[config.mk]
export PLATFORM = sky130hd
export DESIGN_NAME = fir_decim_top
export DESIGN_NICKNAME = d
export VERILOG_FILES = /design/src/fir_types_pkg.sv /design/src/fir_bus_pkg.sv /design/src/bank_combiner.sv /design/src/fir_decim_top.sv /design/src/poly_bank.sv /design/src/sample_commutator.sv
export SDC_FILE = /design/constraint.sdc
export NUM_CORES = 2
export LEC_CHECK = 0
export BUFFER_PORTS_ARGS = -buffer_cell sky130_fd_sc_hd__buf_2
export CAP_MARGIN = 40
export CORE_ASPECT_RATIO = 0.75
export CORE_UTILIZATION = 35
export DETAILED_ROUTE_END_ITERATION = 7
export SLEW_MARGIN = 20
export SYNTH_ARGS = -nofsm -noshare
export SYNTH_HDL_FRONTEND = slang
export SYNTH_SLANG_ARGS = --single-unit
[constraint.sdc]
create_clock -name clk -period 11.5 [get_ports clk]
set_input_delay 1.15 -clock clk [delete_from_list [all_inputs] [get_ports clk]]
set_output_delay 1.15 -clock clk [all_outputs]
set_load 0.01 [all_outputs]
[src/fir_types_pkg.sv]
package fir_types_pkg;

   // input samples from the converter
   localparam int SAMPLE_W = 12;

   // filter taps
   localparam int COEF_W = 16;

   // holds every product sum without overflow
   localparam int ACC_W = 32;

   // scaled result
   localparam int DOUT_W = 16;

   // flat tap address on the write port
   localparam int COEF_ADDR_W = 8;

   typedef logic signed [SAMPLE_W-1:0] sample_t;
   typedef logic signed [COEF_W-1:0]   coef_t;
   typedef logic signed [ACC_W-1:0]    acc_t;
   typedef logic signed [DOUT_W-1:0]   dout_t;
   typedef logic [COEF_ADDR_W-1:0]     coef_addr_t;

endpackage

[src/fir_bus_pkg.sv]
package fir_bus_pkg;

   import fir_types_pkg::*;

   // one tap write at flat tap index addr
   typedef struct packed {
      coef_addr_t addr;
      coef_t      data;
   } coef_wr_t;

   // one decimated output sample
   typedef struct packed {
      logic  valid;
      dout_t data;
   } fir_out_t;

   // bank multiply-accumulate sequencer
   typedef enum logic {
      MAC_IDLE,
      MAC_RUN
   } mac_state_t;

endpackage

[src/bank_combiner.sv]
`timescale 1ns/1ps

module bank_combiner #(
   parameter int DECIM     = 4,
   parameter int OUT_SHIFT = 12
) (
   input  logic                  clk,
   input  logic                  rst_n,
   input  logic                  bank_done,
   input  fir_types_pkg::acc_t   bank_acc [DECIM],
   output fir_bus_pkg::fir_out_t result
);

   import fir_types_pkg::*;

   localparam acc_t SAT_HI = acc_t'({1'b0, {(DOUT_W-1){1'b1}}});
   localparam acc_t SAT_LO = -SAT_HI - acc_t'(1);

   acc_t  sum;
   acc_t  shifted;
   dout_t sat_val;
   logic  valid_q;
   dout_t data_q;

   // full width sum over all phases
   always_comb begin
      sum = '0;
      for (int p = 0; p < DECIM; p++) begin
         sum = sum + bank_acc[p];
      end
   end

   assign shifted = sum >>> OUT_SHIFT;

   // clamp to the output range
   always_comb begin
      if (shifted > SAT_HI) begin
         sat_val = dout_t'(SAT_HI);
      end else if (shifted < SAT_LO) begin
         sat_val = dout_t'(SAT_LO);
      end else begin
         sat_val = dout_t'(shifted);
      end
   end

   always_ff @(posedge clk) begin
      if (!rst_n) begin
         valid_q <= 1'b0;
      end else begin
         valid_q <= bank_done;
      end
   end

   always_ff @(posedge clk) begin
      if (bank_done) begin
         data_q <= sat_val;
      end
   end

   assign result = '{valid: valid_q, data: data_q};

endmodule

[src/fir_decim_top.sv]
`timescale 1ns/1ps

module fir_decim_top #(
   parameter int DECIM     = 4,
   parameter int BANK_LEN  = 3,
   parameter int OUT_SHIFT = 12
) (
   input  logic                   clk,
   input  logic                   rst_n,
   input  logic                   in_valid,
   input  fir_types_pkg::sample_t in_sample,
   input  logic                   coef_we,
   input  fir_bus_pkg::coef_wr_t  coef_wr,
   output fir_bus_pkg::fir_out_t  result
);

   import fir_types_pkg::*;

   logic    frame_valid;
   sample_t frame [DECIM];
   acc_t    bank_acc [DECIM];
   logic    lead_done;

   sample_commutator #(
      .DECIM (DECIM)
   ) u_commutator (
      .clk         (clk),
      .rst_n       (rst_n),
      .in_valid    (in_valid),
      .in_sample   (in_sample),
      .frame_valid (frame_valid),
      .frame       (frame)
   );

   // bank 0 flags completion for all lockstep banks
   for (genvar p = 0; p < DECIM; p++) begin : g_bank
      if (p == 0) begin : g_lead
         poly_bank #(
            .DECIM    (DECIM),
            .BANK_LEN (BANK_LEN),
            .PHASE    (p)
         ) u_bank (
            .clk          (clk),
            .rst_n        (rst_n),
            .coef_we      (coef_we),
            .coef_wr      (coef_wr),
            .frame_valid  (frame_valid),
            .phase_sample (frame[p]),
            .bank_done    (lead_done),
            .bank_acc     (bank_acc[p])
         );
      end else begin : g_rest
         poly_bank #(
            .DECIM    (DECIM),
            .BANK_LEN (BANK_LEN),
            .PHASE    (p)
         ) u_bank (
            .clk          (clk),
            .rst_n        (rst_n),
            .coef_we      (coef_we),
            .coef_wr      (coef_wr),
            .frame_valid  (frame_valid),
            .phase_sample (frame[p]),
            .bank_done    (),
            .bank_acc     (bank_acc[p])
         );
      end
   end

   bank_combiner #(
      .DECIM     (DECIM),
      .OUT_SHIFT (OUT_SHIFT)
   ) u_combiner (
      .clk       (clk),
      .rst_n     (rst_n),
      .bank_done (lead_done),
      .bank_acc  (bank_acc),
      .result    (result)
   );

endmodule

[src/poly_bank.sv]
`timescale 1ns/1ps

module poly_bank #(
   parameter int DECIM    = 4,
   parameter int BANK_LEN = 3,
   parameter int PHASE    = 0
) (
   input  logic                   clk,
   input  logic                   rst_n,
   input  logic                   coef_we,
   input  fir_bus_pkg::coef_wr_t  coef_wr,
   input  logic                   frame_valid,
   input  fir_types_pkg::sample_t phase_sample,
   output logic                   bank_done,
   output fir_types_pkg::acc_t    bank_acc
);

   import fir_types_pkg::*;
   import fir_bus_pkg::*;

   localparam int IDX_W = (BANK_LEN > 1) ? $clog2(BANK_LEN) : 1;

   // taps h[PHASE + j*DECIM], j = 0 .. BANK_LEN-1
   coef_t      coef_mem [BANK_LEN];
   sample_t    hist [BANK_LEN];

   mac_state_t state;
   logic [IDX_W-1:0] tap_idx;
   logic       last_tap;
   logic       accumulate;
   acc_t       acc_q;
   acc_t       product;
   acc_t       mac_sum;

   coef_addr_t wr_slot;
   logic       wr_hit;

   // tap write port
   assign wr_slot = coef_addr_t'(int'(coef_wr.addr) / DECIM);
   assign wr_hit  = coef_we
                    && ((int'(coef_wr.addr) % DECIM) == PHASE)
                    && (int'(wr_slot) < BANK_LEN);

   always_ff @(posedge clk) begin
      if (wr_hit) begin
         coef_mem[wr_slot[IDX_W-1:0]] <= coef_wr.data;
      end
   end

   // one phase sample per frame, newest at hist[0]
   always_ff @(posedge clk) begin
      if (!rst_n) begin
         for (int j = 0; j < BANK_LEN; j++) begin
            hist[j] <= '0;
         end
      end else if (frame_valid) begin
         hist[0] <= phase_sample;
         for (int j = 1; j < BANK_LEN; j++) begin
            hist[j] <= hist[j-1];
         end
      end
   end

   assign last_tap = (tap_idx == IDX_W'(BANK_LEN - 1));

   always_ff @(posedge clk) begin
      if (!rst_n) begin
         state   <= MAC_IDLE;
         tap_idx <= '0;
      end else begin
         case (state)
            MAC_IDLE: begin
               if (frame_valid) begin
                  state   <= MAC_RUN;
                  tap_idx <= '0;
               end
            end
            MAC_RUN: begin
               if (last_tap) begin
                  state <= MAC_IDLE;
               end else begin
                  tap_idx <= tap_idx + 1'b1;
               end
            end
            default: state <= MAC_IDLE;
         endcase
      end
   end

   // first tap loads, later taps add on
   assign accumulate = (tap_idx != '0);
   assign product    = acc_t'(coef_mem[tap_idx]) * acc_t'(hist[tap_idx]);
   assign mac_sum    = (accumulate ? acc_q : '0) + product;

   always_ff @(posedge clk) begin
      if (state == MAC_RUN) begin
         acc_q <= mac_sum;
      end
   end

   // final sum is ready during the last tap cycle
   assign bank_done = (state == MAC_RUN) && last_tap;
   assign bank_acc  = mac_sum;

endmodule

[src/sample_commutator.sv]
`timescale 1ns/1ps

module sample_commutator #(
   parameter int DECIM = 4
) (
   input  logic                   clk,
   input  logic                   rst_n,
   input  logic                   in_valid,
   input  fir_types_pkg::sample_t in_sample,
   output logic                   frame_valid,
   output fir_types_pkg::sample_t frame [DECIM]
);

   localparam int CNT_W = (DECIM > 1) ? $clog2(DECIM) : 1;

   logic [CNT_W-1:0] phase_cnt;
   logic             frame_last;

   // this sample completes a frame
   assign frame_last = in_valid && (phase_cnt == CNT_W'(DECIM - 1));

   always_ff @(posedge clk) begin
      if (!rst_n) begin
         phase_cnt <= '0;
      end else if (in_valid) begin
         if (frame_last) begin
            phase_cnt <= '0;
         end else begin
            phase_cnt <= phase_cnt + 1'b1;
         end
      end
   end

   always_ff @(posedge clk) begin
      if (!rst_n) begin
         frame_valid <= 1'b0;
      end else begin
         frame_valid <= frame_last;
      end
   end

   // element 0 newest, element DECIM-1 oldest
   always_ff @(posedge clk) begin
      if (!rst_n) begin
         for (int i = 0; i < DECIM; i++) begin
            frame[i] <= '0;
         end
      end else if (in_valid) begin
         frame[0] <= in_sample;
         for (int i = 1; i < DECIM; i++) begin
            frame[i] <= frame[i-1];
         end
      end
   end

   // frame stays stable for the frame_valid cycle;
   // the next sample only shifts in at the edge that ends it

endmodule

==> results.cfg <==
[status]
status = finished, final reports clean

[finish]
layout.nets = 7149
final_util = 0.403
drive_gt1_frac = 0.105
num-fill-cells = 15632
layout.cells.most_common = inv_1
final_cell_mix = 989 x inv_1, 775 x fa_1, 656 x nand2_1
area_growth_pct = 13.9

[cts]
clock_latency_ps = 690
holdBufCountCts = 0
clockBufferDepth = 3
htree_levels = 2
cts_tree = yes
root_buffer = clkbuf_16
cts.sinks = 552
path_clk_slew_ps = 70
numCtsBuffers = 57

[timing]
relSlewSlack = 0.430
tns_ps = 0
hold_viol = 0
fin_crit_sh = 0.966
fin_crit_ps = 11110
setup_viol = 0
fmax_mhz = 90.0
setup_slack_ps = 386
holdWs_ps = 497
worstMarginPinSlew_ps = 849
finClkSkew_ps = 66.1
slew_viol_final = 0
rsz0062_at_grt = true

[floorplanning]
initial_core_util = 0.354
num_rows = 127
coreArea_um2 = 160000
dieArea_um2 = 163000
io_pins = 57
die_h_um = 350
fp.dieW_um = 466

[routing]
routed_wl_um = 158000
viasPerCell = 4.99
vias = 40451
wl_per_cell_um = 19.4
drt-initial-drc-count = 3603
remaining_drc_errors = 0
dr.pass1.iters = 6
ant_nets = 0

[logic_synthesis]
synth-seq-cells = 552
yosysSeqAreaShare = 0.280
async_flop_share = 0
synth_warnings = 0
synth_edf_count = 480
syn_nets = 6838
syn_avg_cell_area_um2 = 10.1
syn_inst = 5623
synth_area_um2 = 56600
synth_cell_type_count = 78
ys.flop_type = edfxtp_1

[min_path]
hold_path_class = flop to flop

[setup_path]
arrival_ps = 11530
slowest_stage = fa_1
slowest_delay_ps = 550
crit_required_ps = 11920
start_kind = flop
critPathMaxFanout = 8
worst_path_most_repeated_cell = fa_1
cp-end-kind = flop
crit_type = flop to flop

[run]
cap_violations = 0

[place]
place_ws_ps = 137
gp_congestion = 0.919
port_buffers = 56
dp_hpwl_um = 128000

[global_route]
grt_pass1_wl_um = 247000
track_usage = 0.197
grt_max_degree = 89
grt.overflow.total = 0
grt_pass1_vias = 41275
antenna_found_initial = 15
## path summary, 6_finish.rpt
| path | endpoint | from | slack (ps) | depth (start not counted) |
|---|---|---|---|---|
| max | u_combiner.data_q[7] | flop | 390 | 49 |
| max reg2reg | u_combiner.data_q[7] | flop | 390 | 49 |
| min reg2reg | u_commutator.frame[4] | u_commutator.frame[4] | 500 | 2 |
| min | u_commutator.frame[4] | u_commutator.frame[4] | 500 | 2 |
## timing repair
action                     in CTS  in global routing
setup endpoints to repair       0                 16
setup buffers                   0                 27
gates resized for setup         0                116
## critical path: cells and delay by family (launching register included)
kind | cells | cell delay (ps)
AO/OA/AOI/OAI | 11 | 1930
XOR/XNOR | 3 | 480
adder cells (fa/ha/maj) | 10 | 4420
buffers and inverters | 12 | 1410
flip-flops | 1 | 440
multiplexers | 1 | 300
AND/OR/NAND/NOR | 12 | 1850
## logic make-up (layout without fill, tap and decap cells)
logic type	count (synthesis)	count (layout)	synth area share
AOI/OAI and AO/OA	722	724	0.0812
xor gates and xnor gates	244	244	0.0388
adders and majority gates	1175	1175	0.363
buffers and inverters	1163	1518	0.0774
DFF	552	552	0.280
muxes	165	165	0.0292
other	0	4	0
and+or+nand+nor	1602	1602	0.131
## stage by stage
step | std cells | instance area (µm²)
floorplan | 5623 | 56600
global placement | 7967 | 61600
detailed placement | 7972 | 61700
CTS | 8077 | 63700
global route | 8108 | 64500
finish | 8112 | 64500
## cell type report
class	instances	area, µm²	share of cell area
flip-flops and latches	552	15900	0.246
multi-input cells	3910	36900	0.572
inverters	992	3720	0.0578
diodes	4	10.0	0.000155
clock buffers	72	1520	0.0236
clock inverters	33	439	0.00681
repair buffers	421	3360	0.0522
well taps	2128	2660	0.0413
## sequential cells by signal, summed over array words and instances, names as in the netlist, named ones only
signal,cells
g_bank.g_rest.u_bank.coef_mem,144
g_bank.g_rest.u_bank.hist,108
g_bank.g_rest.u_bank.acc_q,96
g_bank.g_lead.u_bank.coef_mem,48
u_commutator.frame,48
g_bank.g_lead.u_bank.hist,36
g_bank.g_lead.u_bank.acc_q,32
u_combiner.data_q,16
g_bank.g_rest.u_bank.tap_idx,6
g_bank.g_rest.u_bank.state,3
g_bank.g_lead.u_bank.tap_idx,2
u_commutator.phase_cnt,2
g_bank.g_lead.u_bank.state,1
u_combiner.valid_q,1
u_commutator.frame_valid,1
## synth_stat cells, drive strengths merged, types with 5 or more instances
cell    count  area [µm²]
fa        777       15600
dfxtp      72        1440
xnor2     179        1590
buf        24         105
edfxtp    480       14400
a21oi     180         905
ha        398        4980
o21bai     36         270
a221oi      7        85.1
or3        12        75.1
clkbuf    147         552
o31ai       9        67.6
a21o       89         673
a211o      10        87.6
o211ai      9        67.6
o21a       88         662
xor2       62         543
o41ai       9         101
nor2b     166        1040
and4        5        43.8
mux2i     164        1640
nor3       25         125
or2         8        50.1
and3      166        1040
nand2     657        2470
a21boi     12        90.1
and2       70         438
nor2      379        1420
nand4      11        68.8
nand3      28         140
a211oi     25         193
nand2b     57         357
inv       991        3720
a31oi      11        75.1
o21ai     204        1020
## layer usage
layer	vias to the layer above	wire, µm	part of all wire	global-route usage
li1	18726	-	-	-
met1	20294	75800	0.48	0.299
met2	1274	66400	0.42	0.292
met3	153	12400	0.079	0.0365
met4	4	2860	0.018	0.0346
met5	-	23	0.00015	0
Power is not shown: default switching activity piles up to over one toggle a cycle in this logic, so the estimate is an artifact.
